File: config.mk
export PLATFORM = sky130hd
export DESIGN_NAME = standby_top
export DESIGN_NICKNAME = d
export VERILOG_FILES = /design/src/design/standby_pkg.sv /design/src/design/bus_sampler.sv /design/src/design/tti_queue.sv /design/src/design/standby_i2c_target.sv /design/src/design/standby_i3c_target.sv /design/src/design/controller_standby.sv /design/src/design/standby_top.sv
export SDC_FILE = /design/constraint.sdc
export NUM_CORES = 1
export LEC_CHECK = 0
export BUFFER_PORTS_ARGS = -buffer_cell sky130_fd_sc_hd__buf_4
export CAP_MARGIN = 15
export CORE_UTILIZATION = 61
export CTS_CLUSTER_DIAMETER = 60
export CTS_CLUSTER_SIZE = 20
export DETAILED_ROUTE_END_ITERATION = 10
export MAX_ROUTING_LAYER = met4
export PLACE_DENSITY_LB_ADDON = 0.12
export SYNTH_ARGS = -nofsm -noshare
export SYNTH_HDL_FRONTEND = slang
export SYNTH_SLANG_ARGS = --single-unit
File: constraint.sdc
create_clock -name clk_i -period 3.4 [get_ports clk_i]
set_input_delay 0.51 -clock clk_i [delete_from_list [all_inputs] [get_ports clk_i]]
set_output_delay 0.51 -clock clk_i [all_outputs]
set_load 0.03 [all_outputs]
File: src/design/standby_pkg.sv
// Addresses are 7 bits and a descriptor counts at most 255 bytes; CCC, IBI and HDR are not modeled
package standby_pkg;

  typedef struct packed {
    logic       i2c_standby_en;
    logic       i3c_standby_en;
    logic [6:0] static_addr;
    logic [6:0] dynamic_addr;
  } core_config_t;

  typedef enum logic {
    MODE_I2C = 1'b0,
    MODE_I3C = 1'b1
  } bus_mode_e;

  typedef struct packed {
    logic start;
    logic stop;
    logic scl_rise;
    logic scl_fall;
    logic sda;
  } bus_event_t;

  typedef struct packed {
    bus_mode_e  mode;
    logic [6:0] addr;
    logic       rnw;
    logic [7:0] byte_count;
    logic       error;
  } rx_desc_t;

  localparam int unsigned RxDescWidth = $bits(rx_desc_t);

  typedef enum logic [2:0] {
    IDLE,
    ADDR,
    ADDR_ACK,
    WDATA,
    WACK,
    RDATA,
    RACK,
    IGNORE
  } tgt_state_e;

  // Returned to the master when no TX byte is queued
  localparam logic [7:0] IDLE_READ_BYTE = 8'hFF;

endpackage

File: src/design/bus_sampler.sv
// Pins idle high and must be much slower than clk_i; every event lags its pin change by 3 cycles
module bus_sampler
  import standby_pkg::*;
(
  input  logic       clk_i,
  input  logic       rst_i,
  input  logic       scl_i,
  input  logic       sda_i,
  output bus_event_t bus_o
);

  logic [1:0] scl_sync_q;
  logic [1:0] sda_sync_q;
  logic       scl_prev_q;
  logic       sda_prev_q;
  logic       scl_s;
  logic       sda_s;

  assign scl_s = scl_sync_q[1];
  assign sda_s = sda_sync_q[1];

  always_ff @(posedge clk_i) begin
    if (rst_i) begin
      scl_sync_q <= 2'b11;
      sda_sync_q <= 2'b11;
      scl_prev_q <= 1'b1;
      sda_prev_q <= 1'b1;
      bus_o      <= '{start: 1'b0, stop: 1'b0, scl_rise: 1'b0, scl_fall: 1'b0, sda: 1'b1};
    end else begin
      scl_sync_q <= {scl_sync_q[0], scl_i};
      sda_sync_q <= {sda_sync_q[0], sda_i};
      scl_prev_q <= scl_s;
      sda_prev_q <= sda_s;
      // SDA moving while SCL stays high marks START or STOP
      bus_o.start    <= scl_s & scl_prev_q & sda_prev_q & ~sda_s;
      bus_o.stop     <= scl_s & scl_prev_q & ~sda_prev_q & sda_s;
      bus_o.scl_rise <= scl_s & ~scl_prev_q;
      bus_o.scl_fall <= ~scl_s & scl_prev_q;
      bus_o.sda      <= sda_s;
    end
  end

endmodule

File: src/design/tti_queue.sv
// Depth must be 2 or more; rdata_o falls through and is only meaningful while rvalid_o is high
module tti_queue #(
  parameter int unsigned Width = 8,
  parameter int unsigned Depth = 8
) (
  input  logic             clk_i,
  input  logic             rst_i,
  input  logic             wvalid_i,
  input  logic [Width-1:0] wdata_i,
  output logic             wready_o,
  output logic             rvalid_o,
  input  logic             rready_i,
  output logic [Width-1:0] rdata_o,
  output logic             full_o,
  output logic             empty_o
);

  localparam int unsigned PtrW = $clog2(Depth);
  localparam int unsigned CntW = $clog2(Depth + 1);

  logic [Width-1:0] mem_q [Depth];
  logic [PtrW-1:0]  wptr_q;
  logic [PtrW-1:0]  rptr_q;
  logic [CntW-1:0]  count_q;
  logic             push;
  logic             pop;

  function automatic logic [PtrW-1:0] next_ptr(input logic [PtrW-1:0] ptr);
    return (ptr == PtrW'(Depth - 1)) ? '0 : ptr + 1'b1;
  endfunction

  assign full_o   = (count_q == CntW'(Depth));
  assign empty_o  = (count_q == '0);
  assign wready_o = ~full_o;
  assign rvalid_o = ~empty_o;
  assign rdata_o  = mem_q[rptr_q];
  assign push     = wvalid_i & wready_o;
  assign pop      = rvalid_o & rready_i;

  always_ff @(posedge clk_i) begin
    if (push) begin
      mem_q[wptr_q] <= wdata_i;
    end
  end

  always_ff @(posedge clk_i) begin
    if (rst_i) begin
      wptr_q  <= '0;
      rptr_q  <= '0;
      count_q <= '0;
    end else begin
      if (push) begin
        wptr_q <= next_ptr(wptr_q);
      end
      if (pop) begin
        rptr_q <= next_ptr(rptr_q);
      end
      if (push && !pop) begin
        count_q <= count_q + 1'b1;
      end else if (pop && !push) begin
        count_q <= count_q - 1'b1;
      end
    end
  end

endmodule

File: src/design/standby_i2c_target.sv
// Static address only and no clock stretching; a full RX queue NACKs the byte, empty TX reads FF
module standby_i2c_target
  import standby_pkg::*;
(
  input  logic       clk_i,
  input  logic       rst_i,
  input  bus_event_t bus_i,
  input  logic [6:0] static_addr_i,
  output logic       sda_o,
  output logic       rx_desc_wvalid_o,
  output rx_desc_t   rx_desc_wdata_o,
  input  logic       rx_desc_wready_i,
  output logic       rx_data_wvalid_o,
  output logic [7:0] rx_data_wdata_o,
  input  logic       rx_data_wready_i,
  input  logic       tx_data_rvalid_i,
  input  logic [7:0] tx_data_rdata_i,
  output logic       tx_data_rready_o
);

  tgt_state_e state_q;
  logic [7:0] shift_q;
  logic [3:0] bit_cnt_q;
  logic [6:0] addr_q;
  logic       rnw_q;
  logic [7:0] byte_cnt_q;
  logic       err_q;
  logic       ack_q;
  logic       sda_q;
  logic       desc_pend_q;
  logic       desc_hold_q;
  rx_desc_t   desc_q;
  rx_desc_t   cur_desc;
  logic       desc_now;
  logic       desc_park;
  logic       load_tx;
  logic [7:0] tx_byte;

  assign cur_desc = '{mode: MODE_I2C, addr: addr_q, rnw: rnw_q,
                      byte_count: byte_cnt_q, error: err_q};

  // Descriptor goes out on the closing STOP or Sr, parked if the queue is busy
  assign desc_now         = desc_pend_q & (bus_i.start | bus_i.stop);
  assign desc_park        = desc_now & (desc_hold_q | ~rx_desc_wready_i);
  assign rx_desc_wvalid_o = desc_hold_q | desc_now;
  assign rx_desc_wdata_o  = desc_hold_q ? desc_q : cur_desc;

  assign rx_data_wvalid_o = (state_q == WACK) & bus_i.scl_rise & ack_q;
  assign rx_data_wdata_o  = shift_q;

  // Next read byte fetched on the falling edge that starts it
  assign load_tx          = bus_i.scl_fall & ((state_q == RACK) | ((state_q == ADDR_ACK) & rnw_q));
  assign tx_data_rready_o = load_tx;
  assign tx_byte          = tx_data_rvalid_i ? tx_data_rdata_i : IDLE_READ_BYTE;
  assign sda_o            = sda_q;

  always_ff @(posedge clk_i) begin
    if (rst_i) begin
      desc_hold_q <= 1'b0;
    end else if (desc_park) begin
      desc_hold_q <= 1'b1;
    end else if (rx_desc_wready_i) begin
      desc_hold_q <= 1'b0;
    end
  end

  always_ff @(posedge clk_i) begin
    if (desc_park) begin
      desc_q <= cur_desc;
    end
  end

  always_ff @(posedge clk_i) begin
    if (rst_i) begin
      state_q     <= IDLE;
      bit_cnt_q   <= '0;
      rnw_q       <= 1'b0;
      byte_cnt_q  <= '0;
      err_q       <= 1'b0;
      ack_q       <= 1'b0;
      sda_q       <= 1'b1;
      desc_pend_q <= 1'b0;
    end else if (bus_i.start || bus_i.stop) begin
      state_q     <= bus_i.start ? ADDR : IDLE;
      bit_cnt_q   <= '0;
      sda_q       <= 1'b1;
      desc_pend_q <= 1'b0;
    end else begin
      unique case (state_q)
        ADDR, WDATA: begin
          if (bus_i.scl_rise) begin
            shift_q   <= {shift_q[6:0], bus_i.sda};
            bit_cnt_q <= bit_cnt_q + 1'b1;
          end else if (bus_i.scl_fall && bit_cnt_q == 4'd8) begin
            bit_cnt_q <= '0;
            if (state_q == WDATA) begin
              // ACK only if the byte has room
              state_q <= WACK;
              ack_q   <= rx_data_wready_i;
              sda_q   <= ~rx_data_wready_i;
              err_q   <= err_q | ~rx_data_wready_i;
            end else if (shift_q[7:1] == static_addr_i) begin
              state_q     <= ADDR_ACK;
              sda_q       <= 1'b0;
              addr_q      <= shift_q[7:1];
              rnw_q       <= shift_q[0];
              byte_cnt_q  <= '0;
              err_q       <= 1'b0;
              desc_pend_q <= 1'b1;
            end else begin
              state_q <= IGNORE;
            end
          end
        end
        WACK: begin
          if (rx_data_wvalid_o && rx_data_wready_i) begin
            byte_cnt_q <= byte_cnt_q + 1'b1;
          end else if (rx_data_wvalid_o) begin
            err_q <= 1'b1;
          end
          if (bus_i.scl_fall) begin
            state_q <= WDATA;
            sda_q   <= 1'b1;
          end
        end
        ADDR_ACK, RACK: begin
          if (state_q == RACK && bus_i.scl_rise && bus_i.sda) begin
            state_q <= IGNORE;
          end else if (load_tx) begin
            state_q   <= RDATA;
            shift_q   <= tx_byte;
            sda_q     <= tx_byte[7];
            bit_cnt_q <= 4'd1;
          end else if (bus_i.scl_fall) begin
            state_q <= WDATA;
            sda_q   <= 1'b1;
          end
        end
        RDATA: begin
          if (bus_i.scl_fall && bit_cnt_q == 4'd8) begin
            state_q    <= RACK;
            sda_q      <= 1'b1;
            byte_cnt_q <= byte_cnt_q + 1'b1;
          end else if (bus_i.scl_fall) begin
            shift_q   <= {shift_q[6:0], 1'b0};
            sda_q     <= shift_q[6];
            bit_cnt_q <= bit_cnt_q + 1'b1;
          end
        end
        default: ;
      endcase
    end
  end

endmodule

File: src/design/standby_i3c_target.sv
// SDR private writes to the dynamic address only; reads are NACKed and CCCs are not decoded
module standby_i3c_target
  import standby_pkg::*;
(
  input  logic       clk_i,
  input  logic       rst_i,
  input  bus_event_t bus_i,
  input  logic [6:0] dynamic_addr_i,
  output logic       sda_o,
  output logic       rx_desc_wvalid_o,
  output rx_desc_t   rx_desc_wdata_o,
  input  logic       rx_desc_wready_i,
  output logic       rx_data_wvalid_o,
  output logic [7:0] rx_data_wdata_o,
  input  logic       rx_data_wready_i
);

  tgt_state_e state_q;
  logic [7:0] shift_q;
  logic [3:0] bit_cnt_q;
  logic [6:0] addr_q;
  logic [7:0] byte_cnt_q;
  logic       err_q;
  logic       sda_q;
  logic       desc_pend_q;
  logic       desc_hold_q;
  rx_desc_t   desc_q;
  rx_desc_t   cur_desc;
  logic       desc_now;
  logic       desc_park;
  logic       parity_ok;

  assign cur_desc = '{mode: MODE_I3C, addr: addr_q, rnw: 1'b0,
                      byte_count: byte_cnt_q, error: err_q};

  assign desc_now         = desc_pend_q & (bus_i.start | bus_i.stop);
  assign desc_park        = desc_now & (desc_hold_q | ~rx_desc_wready_i);
  assign rx_desc_wvalid_o = desc_hold_q | desc_now;
  assign rx_desc_wdata_o  = desc_hold_q ? desc_q : cur_desc;

  // T-bit makes the ones count odd over byte plus T
  assign parity_ok        = ^{shift_q, bus_i.sda};
  assign rx_data_wvalid_o = (state_q == WACK) & bus_i.scl_rise & parity_ok;
  assign rx_data_wdata_o  = shift_q;
  assign sda_o            = sda_q;

  always_ff @(posedge clk_i) begin
    if (rst_i) begin
      desc_hold_q <= 1'b0;
    end else if (desc_park) begin
      desc_hold_q <= 1'b1;
    end else if (rx_desc_wready_i) begin
      desc_hold_q <= 1'b0;
    end
  end

  always_ff @(posedge clk_i) begin
    if (desc_park) begin
      desc_q <= cur_desc;
    end
  end

  always_ff @(posedge clk_i) begin
    if (rst_i) begin
      state_q     <= IDLE;
      bit_cnt_q   <= '0;
      byte_cnt_q  <= '0;
      err_q       <= 1'b0;
      sda_q       <= 1'b1;
      desc_pend_q <= 1'b0;
    end else if (bus_i.start || bus_i.stop) begin
      state_q     <= bus_i.start ? ADDR : IDLE;
      bit_cnt_q   <= '0;
      sda_q       <= 1'b1;
      desc_pend_q <= 1'b0;
    end else begin
      unique case (state_q)
        ADDR, WDATA: begin
          if (bus_i.scl_rise) begin
            shift_q   <= {shift_q[6:0], bus_i.sda};
            bit_cnt_q <= bit_cnt_q + 1'b1;
          end else if (bus_i.scl_fall && bit_cnt_q == 4'd8) begin
            bit_cnt_q <= '0;
            if (state_q == WDATA) begin
              state_q <= WACK;
            end else if (shift_q == {dynamic_addr_i, 1'b0}) begin
              state_q     <= ADDR_ACK;
              sda_q       <= 1'b0;
              addr_q      <= shift_q[7:1];
              byte_cnt_q  <= '0;
              err_q       <= 1'b0;
              desc_pend_q <= 1'b1;
            end else begin
              // Wrong address or a private read
              state_q <= IGNORE;
            end
          end
        end
        ADDR_ACK: begin
          if (bus_i.scl_fall) begin
            state_q <= WDATA;
            sda_q   <= 1'b1;
          end
        end
        WACK: begin
          if (bus_i.scl_rise && parity_ok && rx_data_wready_i) begin
            byte_cnt_q <= byte_cnt_q + 1'b1;
          end else if (bus_i.scl_rise) begin
            err_q <= 1'b1;
          end
          if (bus_i.scl_fall) begin
            state_q <= WDATA;
          end
        end
        default: ;
      endcase
    end
  end

endmodule

File: src/design/controller_standby.sv
// I2C wins when both enables are set, I3C when neither is; config must hold during a transaction
module controller_standby
  import standby_pkg::*;
(
  input  logic         clk_i,
  input  logic         rst_i,
  input  core_config_t core_config_i,
  input  logic         scl_i,
  input  logic         sda_i,
  output logic         sda_o,
  output logic         rx_desc_wvalid_o,
  output rx_desc_t     rx_desc_wdata_o,
  input  logic         rx_desc_wready_i,
  output logic         rx_data_wvalid_o,
  output logic [7:0]   rx_data_wdata_o,
  input  logic         rx_data_wready_i,
  input  logic         tx_data_rvalid_i,
  input  logic [7:0]   tx_data_rdata_i,
  output logic         tx_data_rready_o
);

  bus_mode_e  mode_sel;
  logic       sel_i2c;
  bus_event_t bus;
  logic       i2c_sda;
  logic       i3c_sda;
  logic       i2c_desc_wvalid;
  logic       i3c_desc_wvalid;
  rx_desc_t   i2c_desc_wdata;
  rx_desc_t   i3c_desc_wdata;
  logic       i2c_data_wvalid;
  logic       i3c_data_wvalid;
  logic [7:0] i2c_data_wdata;
  logic [7:0] i3c_data_wdata;
  logic       i2c_tx_rready;

  // I3C is the fallback whether or not its enable is set
  always_comb begin
    if (core_config_i.i2c_standby_en) begin
      mode_sel = MODE_I2C;
    end else begin
      mode_sel = MODE_I3C;
    end
  end

  assign sel_i2c = (mode_sel == MODE_I2C);

  always_comb begin
    sda_o            = sel_i2c ? i2c_sda : i3c_sda;
    rx_desc_wvalid_o = sel_i2c ? i2c_desc_wvalid : i3c_desc_wvalid;
    rx_desc_wdata_o  = sel_i2c ? i2c_desc_wdata : i3c_desc_wdata;
    rx_data_wvalid_o = sel_i2c ? i2c_data_wvalid : i3c_data_wvalid;
    rx_data_wdata_o  = sel_i2c ? i2c_data_wdata : i3c_data_wdata;
    tx_data_rready_o = sel_i2c & i2c_tx_rready;
  end

  bus_sampler xbus_sampler (
    .clk_i (clk_i),
    .rst_i (rst_i),
    .scl_i (scl_i),
    .sda_i (sda_i),
    .bus_o (bus)
  );

  // Idle engine sees no queue room and no TX data
  standby_i2c_target xstandby_i2c_target (
    .clk_i            (clk_i),
    .rst_i            (rst_i),
    .bus_i            (bus),
    .static_addr_i    (core_config_i.static_addr),
    .sda_o            (i2c_sda),
    .rx_desc_wvalid_o (i2c_desc_wvalid),
    .rx_desc_wdata_o  (i2c_desc_wdata),
    .rx_desc_wready_i (rx_desc_wready_i & sel_i2c),
    .rx_data_wvalid_o (i2c_data_wvalid),
    .rx_data_wdata_o  (i2c_data_wdata),
    .rx_data_wready_i (rx_data_wready_i & sel_i2c),
    .tx_data_rvalid_i (tx_data_rvalid_i & sel_i2c),
    .tx_data_rdata_i  (tx_data_rdata_i),
    .tx_data_rready_o (i2c_tx_rready)
  );

  standby_i3c_target xstandby_i3c_target (
    .clk_i            (clk_i),
    .rst_i            (rst_i),
    .bus_i            (bus),
    .dynamic_addr_i   (core_config_i.dynamic_addr),
    .sda_o            (i3c_sda),
    .rx_desc_wvalid_o (i3c_desc_wvalid),
    .rx_desc_wdata_o  (i3c_desc_wdata),
    .rx_desc_wready_i (rx_desc_wready_i & ~sel_i2c),
    .rx_data_wvalid_o (i3c_data_wvalid),
    .rx_data_wdata_o  (i3c_data_wdata),
    .rx_data_wready_i (rx_data_wready_i & ~sel_i2c)
  );

endmodule

File: src/design/standby_top.sv
// No fixed latency; a transaction has ended once rx_desc_rvalid_o rises, depths must be 2 or more
module standby_top
  import standby_pkg::*;
#(
  parameter int unsigned RxDescDepth = 4,
  parameter int unsigned RxDataDepth = 8,
  parameter int unsigned TxDataDepth = 8
) (
  input  logic         clk_i,
  input  logic         rst_i,
  input  core_config_t core_config_i,
  input  logic         scl_i,
  input  logic         sda_i,
  output logic         sda_o,
  output logic         rx_desc_rvalid_o,
  input  logic         rx_desc_rready_i,
  output rx_desc_t     rx_desc_o,
  output logic         rx_data_rvalid_o,
  input  logic         rx_data_rready_i,
  output logic [7:0]   rx_data_o,
  input  logic         tx_data_wvalid_i,
  output logic         tx_data_wready_o,
  input  logic [7:0]   tx_data_i
);

  logic       rx_desc_wvalid;
  rx_desc_t   rx_desc_wdata;
  logic       rx_desc_wready;
  logic       rx_data_wvalid;
  logic [7:0] rx_data_wdata;
  logic       rx_data_wready;
  logic       tx_data_rvalid;
  logic [7:0] tx_data_rdata;
  logic       tx_data_rready;

  controller_standby xcontroller_standby (
    .clk_i            (clk_i),
    .rst_i            (rst_i),
    .core_config_i    (core_config_i),
    .scl_i            (scl_i),
    .sda_i            (sda_i),
    .sda_o            (sda_o),
    .rx_desc_wvalid_o (rx_desc_wvalid),
    .rx_desc_wdata_o  (rx_desc_wdata),
    .rx_desc_wready_i (rx_desc_wready),
    .rx_data_wvalid_o (rx_data_wvalid),
    .rx_data_wdata_o  (rx_data_wdata),
    .rx_data_wready_i (rx_data_wready),
    .tx_data_rvalid_i (tx_data_rvalid),
    .tx_data_rdata_i  (tx_data_rdata),
    .tx_data_rready_o (tx_data_rready)
  );

  tti_queue #(.Width(RxDescWidth), .Depth(RxDescDepth)) xrx_desc_queue (
    .clk_i    (clk_i),
    .rst_i    (rst_i),
    .wvalid_i (rx_desc_wvalid),
    .wdata_i  (rx_desc_wdata),
    .wready_o (rx_desc_wready),
    .rvalid_o (rx_desc_rvalid_o),
    .rready_i (rx_desc_rready_i),
    .rdata_o  (rx_desc_o),
    .full_o   (),
    .empty_o  ()
  );

  tti_queue #(.Width(8), .Depth(RxDataDepth)) xrx_data_queue (
    .clk_i    (clk_i),
    .rst_i    (rst_i),
    .wvalid_i (rx_data_wvalid),
    .wdata_i  (rx_data_wdata),
    .wready_o (rx_data_wready),
    .rvalid_o (rx_data_rvalid_o),
    .rready_i (rx_data_rready_i),
    .rdata_o  (rx_data_o),
    .full_o   (),
    .empty_o  ()
  );

  tti_queue #(.Width(8), .Depth(TxDataDepth)) xtx_data_queue (
    .clk_i    (clk_i),
    .rst_i    (rst_i),
    .wvalid_i (tx_data_wvalid_i),
    .wdata_i  (tx_data_i),
    .wready_o (tx_data_wready_o),
    .rvalid_o (tx_data_rvalid),
    .rready_i (tx_data_rready),
    .rdata_o  (tx_data_rdata),
    .full_o   (),
    .empty_o  ()
  );

endmodule

# Word-level counts from Yosys, hierarchy flattened
# Memory sizes are Yosys's and may differ from the RTL's. A register that Yosys moved wholly into a read port is not among the register bits.
# Index checks and enable logic that the tools add are counted.
# Widths: inputs -> output; s select.
# op_classes
add_sub_neg,16
n_eq_ne,53
n_mux,107
bitwise_logic,55
n_reduce_logical,61
# op_table
cell,count
$mux 8,18
$mux 3,25
$mux 4,12
$pmux 8 s3,2
$mux 1,35
$mux 17,2
$and 1x1->1,29
$reduce_and 7->1,4
$eq 3x3->1 const B,9
$ne 2x2->1 const B,13
$reduce_and 6->1,4
$reduce_and 8->1,3
$not 1->1,19
$mux 18,1
$reduce_bool 2->1,9
$add 4x1->4 const B,4
$add 8x1->8 const B,2
$eq 4x4->1 const B,4
$ne 2x1->1 const B,8
$pmux 8 s2,1
$add 3x1->3 const B,5
$ne 3x3->1 const B,5
$reduce_and 5->1,3
$logic_and 1x1->1,13
other kinds (28),62
# word_totals
ff_bits,140
ramBits,200
inputBits,31
output_inout_bits,30
elab_cells,339
n_memories,3
# mem_list
memory,words,width,read_ports,rd_clocked_by_memory_dff,write_ports,line_no,source
xrx_desc_queue.mem_q,4,18,1,1,1,tti_queue.sv:21,logic [Width-1:0] mem_q [Depth];
xrx_data_queue.mem_q,8,8,1,1,1,tti_queue.sv:21,
xtx_data_queue.mem_q,8,8,1,1,1,tti_queue.sv:21,

# Depth between registers and ports, before layout
# Gate-level depths: netlist (run 1).
# logic_depth
word_depth,9
depth_mapped,13
depth_no_buf,12

# By module
# From an unflattened synthesis (run 1), not the netlist that was laid out.
# hier_totals
hier_cells,1045
hier_area_um2,15463.6
# by_module_without_submodules
mod,n_inst,cells_each,area_each_um2,seq_area_each_um2
tti_queue (xrx_data_queue ...),2,171,3139.3,2182.1
tti_queue (xrx_desc_queue),1,144,3084.2,2342.2
standby_i2c_target,1,288,2901.5,1381.3
standby_i3c_target,1,209,2374.8,1311.3
controller_standby,1,39,516.7,0.0
bus_sampler,1,23,307.8,200.2

# Least setup slack after synthesis (run 1)
# OpenSTA, ideal clock, no wires.
# synth_path
path_type,reg2reg
start,reg xrx_data_queue.count_q[0]
end,reg xrx_data_queue.count_q[3]
setup_ns,0.070
arrival_ns,3.079
required_time_ns,3.330
slack_ns,0.251
stages_incl_launch_ff,13
n_path_buf,0
synth_period_minus_slack_ns,3.149
cell_sequence,dfxtp_1 or4b_2 and4_1 mux2i_2 o21ai_1 ha_1 inv_1 ha_1 a21o_1 a21oi_1 xnor2_1 or3_1 a21oi_1
# synth_via
elab_chain_cells,6
elab_cells_between_ends,15
cone_classes,add/sub (2); eq/ne (1); mux (2); bitwise (4); reduce/logical (6)
# synth_lines
item,line_no,source
"start, declared",tti_queue.sv:24,logic [CntW-1:0] count_q;
"start signal, assigned",tti_queue.sv:59,count_q <= count_q + 1'b1;
"start signal, assigned",tti_queue.sv:61,count_q <= count_q - 1'b1;
$eq 4x4->1 *,tti_queue.sv:32,assign full_o = (count_q == CntW'(Depth));
$not 1->1 *,tti_queue.sv:34,assign wready_o = ~full_o;
$and 1x1->1 *,tti_queue.sv:37,assign push = wvalid_i & wready_o;
net xrx_data_queue.push,tti_queue.sv:25,logic push;
$logic_not 1->1,tti_queue.sv:60,end else if (pop && !push) begin
$logic_and 1x1->1,tti_queue.sv:60,
$reduce_bool 2->1 (no source line),n/a,
# Mark *: on every way through the listed nets, which the timed path passes. The rest lies on a longest branch. The select of a mux whose other input is x is not followed.
# A chain may end at the register's enable or synchronous reset.

# Worst setup path after layout (run 1)
# layout_path
start,reg xrx_data_queue.count_q[1]
end,reg xrx_data_queue.count_q[3]
# The elaborated chain is that of the path after synthesis.

==> results of run 1 <==
[state kept, by name (all words and copies together) (netlist names), 4 cells and up, named ones only]
signal                                                   cells
xcontroller_standby.xbus_sampler.bus_o                       4
xcontroller_standby.xstandby_i2c_target.addr_q               7
xcontroller_standby.xstandby_i2c_target.bit_cnt_q            4
xcontroller_standby.xstandby_i2c_target.byte_cnt_q           8
xcontroller_standby.xstandby_i2c_target.desc_q              17
xcontroller_standby.xstandby_i2c_target.rx_data_wdata_o      8
xcontroller_standby.xstandby_i3c_target.addr_q               7
xcontroller_standby.xstandby_i3c_target.bit_cnt_q            4
xcontroller_standby.xstandby_i3c_target.byte_cnt_q           8
xcontroller_standby.xstandby_i3c_target.desc_q              16
xcontroller_standby.xstandby_i3c_target.rx_data_wdata_o      8
xrx_data_queue.count_q                                       4
xrx_data_queue.mem_q                                        64
xrx_desc_queue.mem_q                                        72
xtx_data_queue.count_q                                       4
xtx_data_queue.mem_q                                        64
[power by group]
group          internal (mW)  total (mW)  switching, mW
registers               4.62        4.69         0.0691
logic                  0.395       0.907          0.512
clock network           1.46        2.90           1.44
total                   6.47        8.49           2.02
[layer usage]
metal / GRT usage / vias up / share of wire
met2: 0.397 / 212 / 0.49
met5: - / - / 0
met3: 0.0246 / 39 / 0.045
li1: - / 4028 / -
met4: 0.0644 / 0 / 0.019
met1: 0.326 / 4238 / 0.45
[cell families (layout without fill, tap and decap cells)]
logic type,Yosys count,count (layout),synth area share
AO/OA/AOI/OAI,172,172,0.0701
XOR/XNOR,29,29,0.0193
adder cells (fa/ha/maj),29,29,0.0264
buffers and inverters,67,170,0.0176
flip-flops,348,348,0.657
multiplexers,110,110,0.119
AND/OR/NAND/NOR,248,248,0.0903
[critical path, cell delays in order (launching register included)]
cell and delay (ns):
sky130_fd_sc_hd__dfxtp_1 0.37, sky130_fd_sc_hd__or4b_2 0.69, sky130_fd_sc_hd__and4_1 0.23, sky130_fd_sc_hd__mux2i_4 0.19
sky130_fd_sc_hd__o21ai_1 0.16, sky130_fd_sc_hd__ha_1 0.25, sky130_fd_sc_hd__inv_1 0.14, sky130_fd_sc_hd__ha_1 0.26
sky130_fd_sc_hd__a21o_1 0.18, sky130_fd_sc_hd__a21oi_1 0.17, sky130_fd_sc_hd__xnor2_1 0.08, sky130_fd_sc_hd__or3_1 0.30
sky130_fd_sc_hd__a21oi_1 0.13
[final cells by class]
class | count | area [sq um] | area share
Clock buffer | 35 | 652 | 0.0397
Clock inverter | 9 | 130 | 0.00792
Inverter | 21 | 78.8 | 0.00480
Multi-Input combinational cell | 588 | 4770 | 0.291
Sequential cell | 348 | 9600 | 0.585
Tap cell | 319 | 399 | 0.0243
Timing Repair Buffer | 105 | 788 | 0.0480
[cells in the final DEF (no fill, tap or decap), types with 10 or more instances in the layout]
master,netlist,layout
sky130_fd_sc_hd__clkbuf_1,35,10
sky130_fd_sc_hd__nand2b_1,10,10
sky130_fd_sc_hd__dfxtp_1,85,85
sky130_fd_sc_hd__or2_2,10,10
sky130_fd_sc_hd__xor2_1,14,14
sky130_fd_sc_hd__clkbuf_16,0,24
sky130_fd_sc_hd__edfxtp_1,263,263
sky130_fd_sc_hd__nor2_1,65,65
sky130_fd_sc_hd__xnor2_1,13,13
sky130_fd_sc_hd__mux2i_1,41,41
sky130_fd_sc_hd__a211oi_1,18,18
sky130_fd_sc_hd__or3_1,10,10
sky130_fd_sc_hd__mux2_2,19,19
sky130_fd_sc_hd__ha_1,26,26
sky130_fd_sc_hd__nand2_1,41,41
sky130_fd_sc_hd__nor3b_1,12,11
sky130_fd_sc_hd__a21oi_1,86,86
sky130_fd_sc_hd__mux4_2,49,49
sky130_fd_sc_hd__nor2b_1,21,21
sky130_fd_sc_hd__inv_1,21,21
sky130_fd_sc_hd__nor3_1,17,15
sky130_fd_sc_hd__o21ai_0,30,30
sky130_fd_sc_hd__buf_4,0,105
sky130_fd_sc_hd__nand3_1,20,20
[worst min path at each step]
stage	end	slack, ns	start
2_1_floorplan	xcontroller_standby.xbus_sampler.scl_sync_q[1]	0.39	xcontroller_standby.xbus_sampler.scl_sync_q[0]
3_3_place_gp	xcontroller_standby.xbus_sampler.scl_sync_q[1]	0.39	xcontroller_standby.xbus_sampler.scl_sync_q[0]
3_5_place_dp	xcontroller_standby.xbus_sampler.scl_sync_q[1]	0.40	xcontroller_standby.xbus_sampler.scl_sync_q[0]
4_1_cts	xcontroller_standby.xbus_sampler.scl_sync_q[0]	0.14	scl_i
5_1_grt	xcontroller_standby.xbus_sampler.scl_sync_q[0]	0.15	scl_i
6_report	xcontroller_standby.xbus_sampler.scl_sync_q[0]	0.16	scl_i
[timing repair]
action                     4_1_cts  5_1_grt
hold endpoints to repair         0        0
setup endpoints to repair        0        1
gates resized for setup          0        2
==> Flow_metrics.wiki, run 1 <==
{| class="wikitable"
! Metric !! Value
|-
| Run status || completed
|-
| Tmin final || 3.22 ns
|-
| Endpoint arrival time on the critical path || 3.70 ns
|-
| Post-CTS Setup Repair Bufs || 0
|-
| Number of antenna diodes || 0
|-
| Number of global-route vias before repair || 8232
|-
| Mean routed wirelength per cell || 19.7 um
|-
| Crit path required time || 3.88 ns
|-
| Maximum number of pins on one net before global-route repair || 52
|-
| Buffer type at the clock tree root || sky130_fd_sc_hd__clkbuf_16
|-
| Fraction of registers with async set/reset || 0
|-
| Fraction of final layout cells sized beyond drive strength 1 || 0.204
|-
| Post-placement cell area || 15600 sq um
|-
| Number of flops mapped to enable cells by yosys || 263
|-
| Clock sink count || 348
|-
| Number of instances on the worst hold path || 2
|-
| Fill cells || 1587
|-
| Vias per cell || 5.98
|-
| Core Region || 23500 sq um
|-
| Worst reg2reg path endpoint || xrx_data_queue.count_q[3]
|-
| Clk Latency, worst-skew pair || 0.54 ns
|-
| Yosys Warn Count || 0
|-
| Global-route wire length before repair || 43.9 mm
|-
| Final worst clock skew || 0.0262 ns
|-
| Finished Layout Cells || 1425
|-
| Most used flip-flop cell after synthesis || sky130_fd_sc_hd__edfxtp_1
|-
| Post-detailed-route DRC marker count || 0
|-
| Die H || 157 um
|-
| Sum Neg Setup Slack || 0 ns
|-
| Transition time of the tightest slew-check pin || 1.14 ns
|-
| Minimum setup slack in the final design || 0.179 ns
|-
| Cell count after synthesis || 1003
|-
| Mean instance size in the synthesized netlist || 14.6 sq um
|-
| FF-to-FF setup slack || 0.18 ns
|-
| Port-buffer cells || 59
|-
| Clock transition at the registers of the reported paths || 0.08 ns
|-
| Count of final setup violators || 0
|-
| Final-report hold violation count || 0
|-
| Worst max-slew margin expressed relative to the limit || 0.237
|-
| Row count || 56
|-
| Power density over the cells || 517 nW/um^2
|-
| Share of the core filled with cells in the final layout || 0.700
|-
| FMAX || 310 MHz
|-
| Total of max-cap violations || 0
|-
| Peak fanout along the critical path || 6
|-
| Area growth, synth to finish || 12.4%
|-
| Residual overflow from global routing || 0
|-
| Number of antenna violations at the first check in global routing || 0
|-
| Distinct cell type count after synthesis || 63
|-
| Post-layout total power || 8.49 mW
|-
| Leakage dissipation || 5.54 nW
|-
| Post-DP HPWL || 18.6 mm
|-
| Final worst-path cycle share || 0.947
|-
| Setup repair after global routing missed its margin || false
|-
| Post-Syn Nets || 1063
|-
| Violation count after the first detailed-routing iteration || 687
|-
| Top cells by instance count after synthesis || 263 x sky130_fd_sc_hd__edfxtp_1, 86 x sky130_fd_sc_hd__a21oi_1, 85 x sky130_fd_sc_hd__dfxtp_1
|-
| Tot GR Track Use || 0.242
|-
| Setup CP Type || reg -> reg
|-
| Worst setup timing slack at the placement stage || 0.138 ns
|-
| Overall die area || 24600 sq um
|-
| Cell taking the most area after synthesis || sky130_fd_sc_hd__edfxtp_1
|-
| Final count of pins violating max slew || 0
|-
| Num CTS Buffers || 24
|-
| Critical Path Start || xrx_data_queue.count_q[1]
|-
| Cell count of the worst reg-to-reg path || 12
|-
| Startpoint of the worst-slack reg-to-reg timing path || xrx_data_queue.count_q[1]
|-
| Most frequently used cell type in the post-synthesis netlist || sky130_fd_sc_hd__edfxtp_1
|-
| Most area-consuming cells after synthesis || sky130_fd_sc_hd__edfxtp_1 54%, sky130_fd_sc_hd__dfxtp_1 12%, sky130_fd_sc_hd__mux4_2 7.6%
|-
| Nature of the critical path endpoint || flip-flop
|-
| Sequential cell area fraction in the yosys report || 0.657
|-
| Number of buffers inserted by hold repair at cts || 0
|-
| Type of element launching the critical path || flip-flop
|-
| Area of the mapped netlist || 14600 sq um
|-
| Min-Delay Path Class || in -> reg
|-
| Final hold slack || 0.161 ns
|-
| Final instance area || 16400 sq um
|-
| Initial core utilization || 0.622
|-
| Maximum VDD drop || 0.000476 V
|-
| Detailed Routing Iterations Pass 1 || 4
|-
| Seq cells post-synth || 348
|-
| Number of H-tree branching levels || 1
|-
| Total number of vias || 8517
|-
| Capture point of the worst path || xrx_data_queue.count_q[3]
|-
| Number of placed cells counting well taps || 1381
|-
| DIE WIDTH || 157 um
|-
| Final GP Congestion || 0.894
|-
| Proportion of netlist area held by the largest area contributor || 0.541
|-
| Number of nets with antenna violations after detailed routing || 0
|-
| Max Root-Sink Buffers || 3
|-
| Number of nets in the layout || 1148
|-
| Aggregate routed wire length || 28.0 mm
|-
| Count of boundary I/O pins || 61
|-
| TritonCTS clock tree || built
|}
No activity file was read; power rests on OpenSTA's default activity.
==> run 2: changes to the inputs <==
--- a/config.mk
+++ b/config.mk
@@ -7,7 +7,8 @@
 export LEC_CHECK = 0
 export BUFFER_PORTS_ARGS = -buffer_cell sky130_fd_sc_hd__buf_4
 export CAP_MARGIN = 15
-export CORE_UTILIZATION = 61
+export CORE_UTILIZATION = 64
+export CTS_BUF_LIST = sky130_fd_sc_hd__clkbuf_4
 export CTS_CLUSTER_DIAMETER = 60
 export CTS_CLUSTER_SIZE = 20
 export DETAILED_ROUTE_END_ITERATION = 10
==> run 2 against run 1 <==
Cell count decreased by 2.0%; flip-flop and latch count unchanged; sequential power barely moved; core utilization rose by 2.6 points; fmax down 0.18%; first-iteration DRC count down 15%; highest routed layer unchanged.
==> Flow_metrics.wiki, run 2 (same netlist as run 1, synthesis figures left out) <==
{| class="wikitable"
! Metric !! Value
|-
| Number of antenna violations at the first check in global routing || 1
|-
| FMAX || 310 MHz
|-
| Minimum setup slack in the final design || 0.173 ns
|-
| Final GP Congestion || 0.891
|-
| Row count || 54
|-
| Run status || completed
|-
| Switching power summed over all nets || 1.81 mW
|-
| Largest registers || xrx_desc_queue.mem_q x72, xrx_data_queue.mem_q x64, xtx_data_queue.mem_q x64
|-
| Critical Path, Cell by Cell || or4b_2 -> and4_1 -> mux2i_4 -> o21ai_2 -> ha_1 -> inv_1 -> ha_1 -> a21o_1 -> a21oi_1 -> xnor2_1 -> or3_1 -> a21oi_1
|-
| Setup CP Type || reg -> reg
|-
| Type of element launching the critical path || flip-flop
|-
| Share of the core filled with cells in the final layout || 0.726
|-
| Number of H-tree branching levels || 1
|-
| Clock transition at the registers of the reported paths || 0.19 ns
|-
| Worst-path cell with the longest stage delay || sky130_fd_sc_hd__or4b_2
|-
| Violation count after the first detailed-routing iteration || 582
|-
| Largest register by flop count || xrx_desc_queue.mem_q
|-
| Transition time of the tightest slew-check pin || 1.10 ns
|-
| Number of nets in the layout || 1158
|-
| Fill cells || 1460
|-
| TritonCTS clock tree || built
|-
| Power density over the cells || 461 nW/um^2
|-
| Detailed Routing Iterations Pass 1 || 5
|-
| Fraction of final layout cells sized beyond drive strength 1 || 0.209
|-
| Endpoint arrival time on the critical path || 3.88 ns
|-
| Multi-input combinational cell area || 4770 sq um
|-
| Number of global-route vias before repair || 8216
|-
| Total number of vias || 8460
|-
| Share of total power consumed by net switching || 0.245
|-
| Area growth, synth to finish || 9.81%
|-
| Setup repair after global routing missed its margin || false
|-
| Final worst clock skew || 0.0242 ns
|-
| Leakage dissipation || 5.40 nW
|-
| Worst setup timing slack at the placement stage || 0.137 ns
|-
| Post-DP HPWL || 18.4 mm
|-
| Min-Delay Path Class || in -> reg
|-
| Part of the power in the clock network || 0.243
|-
| Residual overflow from global routing || 0
|-
| Global-route wire length before repair || 43.8 mm
|-
| Combinational Power Share || 0.122
|-
| Core Region || 22100 sq um
|-
| Slowest stage delay, CP || 0.70 ns
|-
| Nature of the critical path endpoint || flip-flop
|-
| Final worst-path cycle share || 0.949
|-
| Internal power consumption || 5.58 mW
|-
| Largest delay share family, worst path || simple AND/OR/NAND/NOR gates
|-
| Tot GR Track Use || 0.248
|-
| Maximum number of pins on one net before global-route repair || 53
|-
| Mean routed wirelength per cell || 19.5 um
|-
| Number of flip-flops in the largest register || 72
|-
| Post-detailed-route DRC marker count || 0
|-
| Crit path required time || 4.05 ns
|-
| Clk Latency, worst-skew pair || 0.72 ns
|-
| Final-report hold violation count || 0
|-
| Total of max-cap violations || 0
|-
| Final count of pins violating max slew || 0
|-
| Port-buffer cells || 59
|-
| Aggregate routed wire length || 27.3 mm
|-
| Vias per cell || 6.06
|-
| Initial core utilization || 0.661
|-
| Tmin final || 3.23 ns
|-
| Maximum VDD drop || 0.000531 V
|-
| Total area of sequential cells || 9600 sq um
|-
| Most common cell after layout, fill and taps aside || sky130_fd_sc_hd__edfxtp_1
|-
| Die H || 153 um
|-
| Clock sink count || 348
|-
| Num CTS Buffers || 23
|-
| Peak fanout along the critical path || 6
|-
| Worst max-slew margin expressed relative to the limit || 0.264
|-
| Count of boundary I/O pins || 61
|-
| Most frequent cells in the layout || 263 x sky130_fd_sc_hd__edfxtp_1, 106 x sky130_fd_sc_hd__buf_4, 86 x sky130_fd_sc_hd__a21oi_1
|-
| Number of nets with antenna violations after detailed routing || 0
|-
| Overall die area || 23400 sq um
|-
| Reg power frac || 0.635
|-
| Worst Path Buf+Inv || 1
|-
| Max Root-Sink Buffers || 3
|-
| Buffer type at the clock tree root || sky130_fd_sc_hd__clkbuf_4
|-
| Sum Neg Setup Slack || 0 ns
|-
| DIE WIDTH || 153 um
|-
| Count of final setup violators || 0
|}
-- run 2: cell count changes in the layout (fill, tap and decap cells not counted), sizes merged --
| cell | previous run | this run |
|---|---|---|
| clkbuf | 35 | 33 |
| clkinv | 6 | 4 |
| dlygate4sd3 | 0 | 10 |
| buf | 105 | 106 |
| inv | 23 | 24 |
| diode | 0 | 1 |
| clkinvlp | 0 | 1 |
-- run 2: power groups by stage --
stage	clock network (mW)	logic (mW)	registers, mW
2_1_floorplan	0	0.645	4.76
3_3_place_gp	0	0.891	4.78
3_5_place_dp	0	0.905	4.78
4_1_cts	1.85	0.918	4.69
5_1_grt	1.97	0.985	4.70
6_report	1.80	0.904	4.69
-- run 2: tightest hold or removal path: stages --
cell	delay, ns
sky130_fd_sc_hd__buf_4	0.12
sky130_fd_sc_hd__nand3_1	0.07
sky130_fd_sc_hd__a21oi_1	0.07
-- run 2: layer usage --
metal  wire [um]  vias to the layer above  global-route usage
li1            -                     4045                   -
met2       13300                      248               0.394
met4         592                        0              0.0645
met3        1450                       44              0.0275
met1       12000                     4123               0.345
met5           0                        -                   -
-- run 2: per-stage QoR --
step / std cells / power (mW) / hold WS [ns] / instance area (sq um)
after floorplan: 1003 / 5.41 / 0.389 / 14600
after global placement: 1343 / 5.67 / 0.391 / 15600
after detailed placement: 1343 / 5.69 / 0.396 / 15600
after CTS: 1395 / 7.46 / 0.0277 / 16000
after global routing: 1396 / 7.66 / 0.0613 / 16000
final: 1396 / 7.39 / 0.0817 / 16000
-- run 2: final cells by class --
| cell class | instances | share of cell area |
|---|---|---|
| tap | 280 | 0.0218 |
| inverter | 21 | 0.00491 |
| clock buffer | 33 | 0.0154 |
| antenna | 1 | 0.000156 |
| multi-input combinational | 588 | 0.297 |
| timing repair buffer | 116 | 0.0559 |
| clock inverter | 9 | 0.00601 |
| sequential | 348 | 0.598 |
-- run 2: worst paths after layout --
check / start / endpoint / slack, ns / cells past startpoint
setup / recovery: xrx_data_queue.count_q[1] / xrx_data_queue.count_q[3] / 0.17 / 12
hold / removal: rx_data_rready_i / flip-flop / 0.08 / 3
setup reg to reg: xrx_data_queue.count_q[1] / xrx_data_queue.count_q[3] / 0.17 / 12
hold reg to reg: xcontroller_standby.xbus_sampler.scl_sync_q[0] / xcontroller_standby.xbus_sampler.scl_sync_q[1] / 0.43 / 1
-- run 2: timing repair --
action                                  4_1_cts  5_1_grt
setup buffers                                 0        0
endpoints found under the setup margin        0        1
hold buffers                                 10        0
hold endpoints to repair                     66        0
gates resized for setup                       0        2
==> run 3: changes to the inputs <==
--- a/config.mk
+++ b/config.mk
@@ -16,4 +16,5 @@
 export PLACE_DENSITY_LB_ADDON = 0.12
 export SYNTH_ARGS = -nofsm -noshare
 export SYNTH_HDL_FRONTEND = slang
+export SYNTH_HIERARCHICAL = 1
 export SYNTH_SLANG_ARGS = --single-unit
==> run 3 against run 2 <==
Flip-flop and latch count did not move; critical path type unchanged; largest cell class unchanged; cell area rose by 4.9%; critical path depth rose by 2; register-to-register slack improved by 0.08 ns.
==> Flow_metrics.wiki, run 3 <==
{| class="wikitable"
! Metric !! Value
|-
| Power density over the cells || 491 nW/um^2
|-
| Max Root-Sink Buffers || 3
|-
| Setup repair after global routing missed its margin || false
|-
| Mean routed wirelength per cell || 18.9 um
|-
| Worst max-slew margin expressed relative to the limit || 0.446
|-
| Tot GR Track Use || 0.235
|-
| Met2 Usage GRT || 0.393
|-
| Total area of sequential cells || 9600 sq um
|-
| Final worst clock skew || 0.0357 ns
|-
| Transition time of the tightest slew-check pin || 0.830 ns
|-
| Post-Syn Nets || 1099
|-
| Multi-input combinational cell area || 5400 sq um
|-
| Yosys Warn Count || 6
|-
| Min-Delay Path Class || in -> reg
|-
| Run status || completed
|-
| Tmin final || 3.14 ns
|-
| Sum Neg Setup Slack || 0 ns
|-
| Total of max-cap violations || 0
|-
| Largest registers || xrx_desc_queue/mem_q x72, xrx_data_queue/mem_q x64, xtx_data_queue/mem_q x64
|-
| Clk Latency, worst-skew pair || 0.72 ns
|-
| Cell count after synthesis || 1039
|-
| Global-route wire length before repair || 43.3 mm
|-
| Post-DP HPWL || 19.0 mm
|-
| Mean instance size in the synthesized netlist || 14.9 sq um
|-
| Fraction of final layout cells sized beyond drive strength 1 || 0.258
|-
| Clock transition at the registers of the reported paths || 0.16 ns
|-
| Buffer type at the clock tree root || sky130_fd_sc_hd__clkbuf_4
|-
| Die H || 157 um
|-
| Detailed Routing Iterations Pass 1 || 6
|-
| Crit path required time || 4.00 ns
|-
| Leakage dissipation || 5.93 nW
|-
| Type of element launching the critical path || flip-flop
|-
| Row count || 56
|-
| Total number of vias || 8679
|-
| Overall die area || 24800 sq um
|-
| Number of nets in the layout || 1193
|-
| Number of flip-flops in the largest register || 72
|-
| Port-buffer cells || 59
|-
| Residual overflow from global routing || 0
|-
| Fill cells || 1633
|-
| GR met3 Demand/Resource || 0.0292
|-
| Aggregate routed wire length || 27.8 mm
|-
| Number of H-tree branching levels || 1
|-
| Setup CP Type || reg -> reg
|-
| TritonCTS clock tree || built
|-
| Area growth, synth to finish || 8.93%
|-
| Count of boundary I/O pins || 61
|-
| Core Region || 23500 sq um
|-
| Post-detailed-route DRC marker count || 0
|-
| Initial core utilization || 0.656
|-
| Vias per cell || 5.90
|-
| Maximum number of pins on one net before global-route repair || 50
|-
| Final-report hold violation count || 0
|-
| Final worst-path cycle share || 0.925
|-
| Met1 global-route usage || 0.310
|-
| Number of nets with antenna violations after detailed routing || 0
|-
| Final hold slack || 0.118 ns
|-
| Maximum VDD drop || 0.000359 V
|-
| Num CTS Buffers || 26
|-
| Peak fanout along the critical path || 5
|-
| Worst setup timing slack at the placement stage || 0.159 ns
|-
| DIE WIDTH || 157 um
|-
| Clock sink count || 348
|-
| Most used routing layer in global routing || met2
|-
| Violation count after the first detailed-routing iteration || 589
|-
| Final count of pins violating max slew || 0
|-
| Nature of the critical path endpoint || flip-flop
|-
| Final GP Congestion || 0.925
|-
| Number of global-route vias before repair || 8333
|-
| Largest register by flop count || xrx_desc_queue/mem_q
|-
| Finished Layout Cells || 1471
|-
| FMAX || 318 MHz
|-
| Count of final setup violators || 0
|-
| Minimum setup slack in the final design || 0.256 ns
|-
| Most frequent cells in the layout || 263 x sky130_fd_sc_hd__edfxtp_1, 108 x sky130_fd_sc_hd__buf_4, 85 x sky130_fd_sc_hd__dfxtp_1
|-
| Number of placed cells counting well taps || 1409
|-
| Most common cell after layout, fill and taps aside || sky130_fd_sc_hd__edfxtp_1
|-
| Number of antenna violations at the first check in global routing || 1
|-
| Area of the mapped netlist || 15400 sq um
|-
| Endpoint arrival time on the critical path || 3.74 ns
|}
-- run 3: changes by cell type in the layout (fill, tap and decap cells not counted), sizes merged, moves of 6 or more --
| cell | change |
|---|---|
| mux2 | +63 |
| a21oi | -42 |
| nand2 | +36 |
| mux2i | -31 |
| a211oi | -14 |
| nor2b | -12 |
| nor2 | -11 |
| nor3 | +11 |
| xnor2 | -9 |
| inv | +8 |
| nor4 | +7 |
| xor2 | +7 |
| or4 | -6 |
-- run 3: worst paths after layout --
kind	slack, ns	start	end	depth (start not counted)
setup / recovery	0.26	flip-flop	xrx_data_queue/count_q[3]	14
setup reg to reg	0.26	flip-flop	xrx_data_queue/count_q[3]	14
hold reg to reg	0.40	xcontroller_standby/xbus_sampler/sda_sync_q[0]	xcontroller_standby/xbus_sampler/sda_sync_q[1]	1
hold / removal	0.12	rx_data_rready_i	flip-flop	3
-- run 3: metrics by stage --
step,instance area (sq um),power [mW],util
3_5_place_dp,16300,6.40,0.691
5_1_grt,16800,8.62,0.714
3_3_place_gp,16300,6.37,0.691
4_1_cts,16800,8.32,0.712
2_1_floorplan,15400,6.04,-
6_report,16800,8.26,0.714
-- run 3: timing repair --
action                                  in CTS  in global routing
hold endpoints to repair                    65                  0
resized for setup                            0                  3
hold buffers                                10                  0
setup buffers                                0                  4
endpoints found under the setup margin       0                  1
-- run 3: final cells by class --
class                           instances  share of cell area
Antenna cell                            1            0.000149
Clock buffer                           31              0.0138
Clock inverter                         15              0.0102
Inverter                               26             0.00580
Multi-Input combinational cell        612               0.321
Sequential cell                       348               0.571
Tap cell                              319              0.0237
Timing Repair Buffer                  119              0.0545
-- run 3: critical path: stages, from the launching register on --
cell and delay, ns:
sky130_fd_sc_hd__edfxtp_1 0.49, sky130_fd_sc_hd__xnor2_1 0.18, sky130_fd_sc_hd__xnor3_1 0.46, sky130_fd_sc_hd__xor2_1 0.15
sky130_fd_sc_hd__nor2_1 0.06, sky130_fd_sc_hd__mux2_2 0.28, sky130_fd_sc_hd__nand2_2 0.07, sky130_fd_sc_hd__inv_2 0.05
sky130_fd_sc_hd__ha_1 0.22, sky130_fd_sc_hd__inv_2 0.12, sky130_fd_sc_hd__ha_4 0.22, sky130_fd_sc_hd__a21oi_2 0.15
sky130_fd_sc_hd__a211oi_1 0.09, sky130_fd_sc_hd__a31oi_1 0.16, sky130_fd_sc_hd__mux2_2 0.35
-- run 3: metal layers --
metal,vias up,wire length [um]
met4,0,588
li1,4174,-
met1,4251,12300
met5,-,0
met2,204,13800
met3,50,1190
-- run 3: where the power goes --
group          internal (mW)  total, mW  switching, mW
sequential              4.67       4.81          0.135
combinational          0.704       1.51          0.809
clock                  0.586       1.94           1.35
total                   5.96       8.26           2.29
